### src/hdl/bpu_pkg.sv
`default_nettype none

package bpu_pkg;

    // datapath and history sizes
    localparam int XLEN    = 32;
    localparam int GHIST_W = 16;
    localparam int CNT_W   = 32;

    // bimodal table, indexed by pc[9:1]
    localparam int BIM_ENTRIES = 512;
    localparam int BIM_IDX_W   = 9;

    // tagged tables T0 and T1
    localparam int TAGE_ENTRIES  = 256;
    localparam int TAGE_IDX_W    = 8;
    localparam int TAGE_TAG_W    = 10;
    // upper tag bits that take part in the hit compare
    localparam int PARTIAL_TAG_W = 6;

    // btb, indexed by pc[9:2], tagged by pc[31:10]
    localparam int BTB_ENTRIES = 256;
    localparam int BTB_IDX_W   = 8;
    localparam int BTB_TAG_W   = 22;

    // rv32 opcodes handled by the decoder
    localparam logic [6:0] OPC_BRANCH = 7'b1100011;
    localparam logic [6:0] OPC_JAL    = 7'b1101111;

    typedef enum logic [1:0] {
        PROV_BIMODAL = 2'd0,
        PROV_T0      = 2'd1,
        PROV_T1      = 2'd2
    } provider_e;

    typedef struct packed {
        logic [TAGE_TAG_W-1:0] tag;
        logic [1:0]            ctr;
    } tage_entry_t;

    typedef struct packed {
        logic [BTB_TAG_W-1:0] tag;
        logic [XLEN-1:0]      target;
    } btb_entry_t;

    typedef struct packed {
        logic            valid;
        logic [XLEN-1:0] pc;
        logic [XLEN-1:0] inst;
    } fetch_t;

    typedef struct packed {
        logic               is_ctrl;
        logic               taken;
        logic [XLEN-1:0]    next_pc;
        logic [GHIST_W-1:0] hist;
        provider_e          provider;
        logic               btb_hit;
    } pred_t;

    // hist and provider come back exactly as they left in pred_t
    typedef struct packed {
        logic               valid;
        logic [XLEN-1:0]    pc;
        logic               taken;
        logic               correct;
        logic [XLEN-1:0]    target;
        logic [GHIST_W-1:0] hist;
        provider_e          provider;
    } resolve_t;

    // counter register map, word address is wb_adr[4:2]
    localparam int         NUM_REGS        = 7;
    localparam logic [2:0] REG_TOTAL       = 3'd0;
    localparam logic [2:0] REG_CORRECT     = 3'd1;
    localparam logic [2:0] REG_BIM_CORRECT = 3'd2;
    localparam logic [2:0] REG_T0_CORRECT  = 3'd3;
    localparam logic [2:0] REG_T1_CORRECT  = 3'd4;
    localparam logic [2:0] REG_BTB_HIT     = 3'd5;
    localparam logic [2:0] REG_BTB_MISS    = 3'd6;

endpackage

`default_nettype wire

### src/hdl/bpu_perf_wb.sv
`timescale 1ns/1ns
`default_nettype none

module bpu_perf_wb (
    input  wire                         clk,
    input  wire                         rst,
    input  bpu_pkg::fetch_t             fetch_i,
    input  bpu_pkg::pred_t              pred_i,
    input  bpu_pkg::resolve_t           resolve_i,
    input  wire                         wb_cyc_i,
    input  wire                         wb_stb_i,
    input  wire                         wb_we_i,
    input  wire  [bpu_pkg::XLEN-1:0]    wb_adr_i,
    input  wire  [bpu_pkg::XLEN-1:0]    wb_dat_i,
    output logic [bpu_pkg::XLEN-1:0]    wb_dat_o,
    output logic                        wb_ack_o
);

    logic [bpu_pkg::CNT_W-1:0] cnt [bpu_pkg::NUM_REGS];
    logic [2:0]                reg_sel;
    logic                      req;
    logic                      clr;
    logic                      btb_event;
    logic [2:0]                prov_sel;

    assign reg_sel = wb_adr_i[4:2];
    assign req     = wb_cyc_i && wb_stb_i && !wb_ack_o;
    // write data is ignored, any write clears
    assign clr     = wb_cyc_i && wb_stb_i && wb_we_i && wb_ack_o;

    assign btb_event = fetch_i.valid && pred_i.is_ctrl && pred_i.taken;
    assign prov_sel  = bpu_pkg::REG_BIM_CORRECT + {1'b0, resolve_i.provider};

    always_ff @(posedge clk or posedge rst) begin
        if (rst) begin
            wb_ack_o <= 1'b0;
            for (int i = 0; i < bpu_pkg::NUM_REGS; i++) begin
                cnt[i] <= '0;
            end
        end else begin
            wb_ack_o <= req;
            if (clr) begin
                // events in the clearing cycle are lost
                for (int i = 0; i < bpu_pkg::NUM_REGS; i++) begin
                    cnt[i] <= '0;
                end
            end else begin
                if (resolve_i.valid) begin
                    cnt[bpu_pkg::REG_TOTAL] <= cnt[bpu_pkg::REG_TOTAL] + 1'b1;
                    if (resolve_i.correct) begin
                        cnt[bpu_pkg::REG_CORRECT] <= cnt[bpu_pkg::REG_CORRECT] + 1'b1;
                        cnt[prov_sel] <= cnt[prov_sel] + 1'b1;
                    end
                end
                if (btb_event) begin
                    if (pred_i.btb_hit) begin
                        cnt[bpu_pkg::REG_BTB_HIT] <= cnt[bpu_pkg::REG_BTB_HIT] + 1'b1;
                    end else begin
                        cnt[bpu_pkg::REG_BTB_MISS] <= cnt[bpu_pkg::REG_BTB_MISS] + 1'b1;
                    end
                end
            end
        end
    end

    // read mux, address 7 reads as zero
    always_comb begin
        if (reg_sel < 3'(bpu_pkg::NUM_REGS)) begin
            wb_dat_o = cnt[reg_sel];
        end else begin
            wb_dat_o = '0;
        end
    end

endmodule

`default_nettype wire

### config.mk
export PLATFORM = sky130hd
export DESIGN_NAME = bpu_perf_wb
export DESIGN_NICKNAME = d
export VERILOG_FILES = /design/src/hdl/bpu_pkg.sv /design/src/hdl/bpu_perf_wb.sv
export SDC_FILE = /design/constraint.sdc
export NUM_CORES = 1
export LEC_CHECK = 0
export ABC_AREA = 0
export BUFFER_PORTS_ARGS = -buffer_cell sky130_fd_sc_hd__buf_2
export CORE_MARGIN = 2
export CORE_UTILIZATION = 35
export DETAILED_ROUTE_END_ITERATION = 7
export SLEW_MARGIN = 20
export SYNTH_ARGS = -nofsm -noshare
export SYNTH_HDL_FRONTEND = slang
export SYNTH_SLANG_ARGS = --single-unit
### constraint.sdc
create_clock -name clk -period 10.2 [get_ports clk]
set_input_delay 0 -clock clk [delete_from_list [all_inputs] [get_ports clk]]
set_output_delay 0 -clock clk [all_outputs]
set_load 0.03 [all_outputs]
# Yosys cells after proc, flatten, opt, wreduce, memory -nomap -nowiden
# Index checks and enable logic that the tools add are counted.
[word_totals]
ff_bits = 225
inputBits = 272
out_inout_bits = 33
wordCells = 47
[classes]
add_sub_neg = 6
n_lt_le_gt_ge = 4
n_mux = 16
bitwise = 2
reduce_logical = 11
[ops]
columns = ["op", "count"]
rows = [
  ["224-bit 2-to-1 mux", 3],
  ["32-bit 2-to-1 mux", 8],
  ["224-bit bitwise mux", 1],
  ["32-bit binary-select mux with 3-bit select", 2],
  ["32-bit by 1-bit adder with 32-bit output (second input constant)", 5],
  ["32-bit demux with 3-bit select", 1],
  ["64-bit 2-to-1 mux", 1],
  ["4-bit >= comparator (second input constant)", 2],
  ["3-bit inverter with 4-bit output", 2],
  ["1-bit logical AND", 7],
  ["4-bit by 1-bit less-than comparator with 1-bit output (second input constant)", 1],
  ["2-bit nonzero test", 2],
  ["2-bit by 2-bit adder with 3-bit output (first input constant)", 1],
  ["3-bit less-than comparator (second input constant)", 1],
  ["2-bit AND reduction", 1],
  ["1-bit zero test", 1],
]

# Logic depth before layout (Yosys ltp)
[depth]
word_depth = 12
mapped_depth = 10
mapped_depth_nobuf = 8

# Worst setup path before layout
# Ideal clock, no wire load.
[synth_path]
path_type = "register to register"
startpoint = "reg cnt[38] in the netlist's numbering"
endpoint = "reg cnt[56] in the netlist's numbering"
setup_time_ns = 0.138
arrival_time_ns = 2.220
setup_slack_ns = 7.842
path_stages_with_launch = 8
n_path_buf = 1
period_less_slack_ns = 2.358
cell_sequence = "dfrtp_1 -> clkbuf_1 -> mux4_2 -> nand4_4 -> or4_4 -> nor4_4 -> xnor2_1 -> o22ai_1"
[synth_via]
elab_chain_cells = 10
elab_cells_between_ends = 11
classes_between = "add/sub (2); mux (9)"
[synth_rtl]
columns = ["element", "line_no", "source"]
rows = [
  ["start: declaration", "bpu_perf_wb.sv:19", "logic [bpu_pkg::CNT_W-1:0] cnt [bpu_pkg::NUM_REGS];"],
  ["start signal: indexed assignment", "bpu_perf_wb.sv:49", "cnt[bpu_pkg::REG_TOTAL] <= cnt[bpu_pkg::REG_TOTAL] + 1'b1;"],
  ["start signal: indexed assignment", "bpu_perf_wb.sv:51", "cnt[bpu_pkg::REG_CORRECT] <= cnt[bpu_pkg::REG_CORRECT] + 1'b1;"],
  ["start signal: indexed assignment", "bpu_perf_wb.sv:52", "cnt[prov_sel] <= cnt[prov_sel] + 1'b1;"],
  ["32-bit binary-select mux with 3-bit select", "bpu_perf_wb.sv:52", ""],
  ["32-bit 2-to-1 mux (implied by the code) (2 in series)", "bpu_perf_wb.sv:52", ""],
  ["32-bit by 1-bit adder with 32-bit output", "bpu_perf_wb.sv:52", ""],
  ["224-bit bitwise mux", "bpu_perf_wb.sv:52", ""],
  ["224-bit 2-to-1 mux", "bpu_perf_wb.sv:50", "if (resolve_i.correct) begin"],
  ["224-bit 2-to-1 mux", "bpu_perf_wb.sv:48", "if (resolve_i.valid) begin"],
  ["32-bit 2-to-1 mux", "bpu_perf_wb.sv:56", "if (pred_i.btb_hit) begin"],
  ["64-bit 2-to-1 mux *", "bpu_perf_wb.sv:55", "if (btb_event) begin"],
  ["224-bit 2-to-1 mux *", "bpu_perf_wb.sv:42", "if (clr) begin"],
]
# Every way passes the cells marked *; elsewhere a longest branch is shown, timed or not. The select of a mux whose other input is x is not followed.
# A chain may end at the register's enable or synchronous reset.

# Worst setup path after layout
[layout_path]
startpoint = "reg cnt[193] in the netlist's numbering"
endpoint = "reg cnt[222] in the netlist's numbering"
[layout_via]
elab_chain_cells = 8
elab_cells_between_ends = 9
classes_between = "add/sub (2); mux (7)"
[layout_rtl]
columns = ["element", "line_no"]
rows = [
  ["32-bit binary-select mux with 3-bit select", "bpu_perf_wb.sv:52"],
  ["32-bit 2-to-1 mux (implied by the code) (2 in series)", "bpu_perf_wb.sv:52"],
  ["32-bit by 1-bit adder with 32-bit output", "bpu_perf_wb.sv:52"],
  ["224-bit bitwise mux", "bpu_perf_wb.sv:52"],
  ["224-bit 2-to-1 mux *", "bpu_perf_wb.sv:50"],
  ["224-bit 2-to-1 mux *", "bpu_perf_wb.sv:48"],
  ["224-bit 2-to-1 mux *", "bpu_perf_wb.sv:42"],
]
# Marks and branches as above.

==> flow_metrics.env <==
export IMPL_remaining_drc_errors=0
export IMPL_hold_viol=0
export IMPL_cts_tree="built"
export IMPL_insertion_delay_ps=550
export IMPL_grt_first_pass_wirelength_um=63220
export IMPL_crit_type="flip-flop to flip-flop"
export IMPL_yosysMostFrequentCell="dfrtp_1"
export IMPL_ys_ff_latch=225
export IMPL_finalMaxSlewViolations=0
export IMPL_dpl_cell_area_sq_mm=0.01394
export IMPL_cts_sinks=225
export IMPL_rrSetupSlack_ps=6830
export IMPL_synth_top_area_cell="dfrtp_1"
export IMPL_cts_reportedPaths_clkPinSlew_ps=50
export IMPL_min_path_type="input pin to flip-flop"
export IMPL_ys_flop_type="dfrtp_1"
export IMPL_root_buffer="clkbuf_16"
export IMPL_start_util_pct=35.41
export IMPL_die_area_sq_mm=0.03950
export IMPL_synth_adder_area_share_pct=0.4713
export IMPL_drt_iter0_markers=959
export IMPL_cp_start_kind="flip-flop"
export IMPL_cap_violations=0
export IMPL_drt_wl_total_um=40450
export IMPL_synth_compound_area_share_pct=11.90
export IMPL_ys_seq_area_share_pct=42.42
export IMPL_drive_gt1_share_pct=13.07
export IMPL_max_freq_mhz=296.9
export IMPL_final_nets=1695
export IMPL_ir_drop_mv=0.1204
export IMPL_syn_inst=1407
export IMPL_setup_viol=0
export IMPL_fill_cells=3716
export IMPL_synth_edf_count=0
export IMPL_port_buffers=48
export IMPL_muxShareOfSynthArea_pct=13.72
export IMPL_area_delta_synth_final_pct=12.22
export IMPL_synth_area_leaders="dfrtp_1 42%, mux4_2 11%, nor2_1 5.3%, nand2_1 4.5%, o21ai_0 4.2%"
export IMPL_crit_fanout=10
export IMPL_diodes=0
export IMPL_grt_setup_unrepaired="false"
export IMPL_clk_path_buf_depth=3
export IMPL_yosysTopAreaCellShare_pct=42.42
export IMPL_num_vias=11107
export IMPL_hpwlAfterDp_um=27740
export IMPL_num_rows=71
export IMPL_ant_nets=0
export IMPL_place_congestion=0.8870
export IMPL_wl_per_cell_um=20.76
export IMPL_die_w_um=198.7
export IMPL_finalInstanceArea_sq_mm=0.01490
export IMPL_synth_xor_area_share_pct=7.522
export IMPL_status="finished, final reports clean"
export IMPL_finalCriticalPeriod_ps=3368
export IMPL_synthTopCellsByCount="225 x dfrtp_1, 189 x nor2_1, 160 x nand2_1"
export IMPL_first_pass_iters=5
export IMPL_p_per_area_mw_per_mm2=157.7
export IMPL_overflow=0
export IMPL_track_usage_pct=20.76
export IMPL_ys_warn_count=0
export IMPL_avgSynthCellArea_sq_um=9.434
export IMPL_synth_top_family_by_area="simple AND/OR/NAND/NOR gates"
export IMPL_cts_made_buffers=28
export IMPL_tns_ps=0
export IMPL_finalCritPeriodShare_pct=33.02
export IMPL_grt_max_degree=91
export IMPL_critical_path_required_ps=10610
export IMPL_holdBufCountCts=5
export IMPL_core_sq_mm=0.03749
export IMPL_die_h_um=198.7
export IMPL_netlist_area_sq_mm=0.01327
export IMPL_cts_repair_resized=0
export IMPL_worst_pin_slew_ps=1007
export IMPL_antenna_found_initial=1
export IMPL_relSlewSlack_pct=32.35
export IMPL_post_cts_buffers=0
export IMPL_cp_data_arrival_time_ps=3770
export IMPL_grt_pass1_vias=10683
export IMPL_synth_cell_type_count=53
export IMPL_endpoint_kind="flip-flop"
export IMPL_syn_num_nets=1684
export IMPL_synthSimpleGateAreaFrac_pct=20.76
export IMPL_power_leakage_nw=6.186
export IMPL_vias_per_cell=5.699
export IMPL_io_pins=305
export IMPL_htreeDepth=1
export IMPL_fin_worst_skew_ps=9.181
export IMPL_ys_async_sr_fraction_pct=100.0
[layout by cell type (no fill, tap or decap), types with 3 or more instances in the layout]
cell,Yosys,final
nand4_1,40,40
nand3_1,50,50
nand2b_1,4,4
buf_4,1,18
a21oi_1,94,93
a22o_1,15,15
buf_2,6,46
o21ai_0,111,111
clkbuf_16,0,29
nand2_1,160,159
o21ai_1,3,3
dlygate4sd3_1,0,5
clkbuf_1,72,12
and4_1,13,13
and2_1,9,9
or3_1,16,16
ha_1,5,5
xor2_1,59,59
dfrtp_1,225,225
or2_2,5,5
nor2_1,189,186
o221ai_1,3,3
o211ai_1,3,3
mux2i_1,38,38
nor3_1,38,38
xnor2_1,55,55
and3_1,34,34
nor4_1,10,10
clkbuf_8,0,7
mux4_2,64,64
a31oi_1,12,12
o32ai_1,4,4
o22ai_1,19,19
inv_1,14,13
[sequential cells by signal, summed over array words and instances (netlist names)]
signal	flops
cnt	224
wb_ack_o	1
[critical path, cell delays in order, from the launching register on]
cell	delay [ps]
dfrtp_1	470
ha_1	240
nand3_1	130
nor3_1	830
nand4_1	800
nor4_1	530
xnor2_1	170
nor2_1	50
[where the power goes]
part | leakage (nW) | internal [mW] | switching [mW] | total, mW
combinational | 2.64 | 0.127 | 0.196 | 0.324
clock | 0.441 | 0.596 | 0.389 | 0.985
sequential | 3.10 | 0.955 | 0.0850 | 1.04
total | 6.19 | 1.68 | 0.670 | 2.35
[cell type report]
cell class | instances | area (sq um) | share of cell area, %
clock inverters | 2 | 38.79 | 0.2604
inverters | 14 | 60.06 | 0.4032
clock buffers | 48 | 867.1 | 5.821
flip-flops and latches | 225 | 5630 | 37.80
repair buffers | 69 | 415.4 | 2.789
well taps | 511 | 639.4 | 4.292
multi-input cells | 1080 | 7244 | 48.64
[layer usage]
layer | wire [um] | vias to the layer above | global-route usage, %
met5 | 0 | - | 0
met4 | 1374 | 0 | 7.297
met3 | 2807 | 72 | 3.493
met2 | 18290 | 399 | 32.65
met1 | 17980 | 5541 | 28.93
li1 | - | 5095 | -
[cells by family after synthesis]
kind of cell,after synthesis
AND/OR/NAND/NOR,580
AO/OA/AOI/OAI,279
flip-flops,225
XOR/XNOR,114
buffers and inverters,102
multiplexers,102
adder cells (fa/ha/maj),5
[path summary, 6_finish.rpt]
| check | depth (start not counted) | end | from |
|---|---|---|---|
| min reg2reg | 1 | wb_ack_o$_DFF_PP0_ | wb_ack_o$_DFF_PP0_ |
| min | 4 | cnt[0]$_DFFE_PP0P_ | pred_i[52] |
| max | 7 | cnt[222]$_DFFE_PP0N_ | cnt[193]$_DFFE_PP0N_ |
| min in group asynchronous | 3 | cnt[173]$_DFFE_PP0P_ | rst |
| max in group asynchronous | 4 | cnt[29]$_DFFE_PP0P_ | rst |
| max reg2reg | 7 | cnt[222]$_DFFE_PP0N_ | cnt[193]$_DFFE_PP0N_ |
[metrics by stage]
stage	total power [mW]	setup WS (ps)	util [%]	cells	hold WS (ps)
2_1_floorplan	1.272	4037	-	1407	131.7
3_3_place_gp	1.368	6873	37.18	1894	153.1
3_5_place_dp	1.377	6825	37.18	1894	154.7
4_1_cts	2.362	6818	39.73	1949	62.98
5_1_grt	2.447	6700	39.73	1949	88.01
6_report	2.349	6832	39.73	1949	68.67
Power figures use the tool's default switching activity.
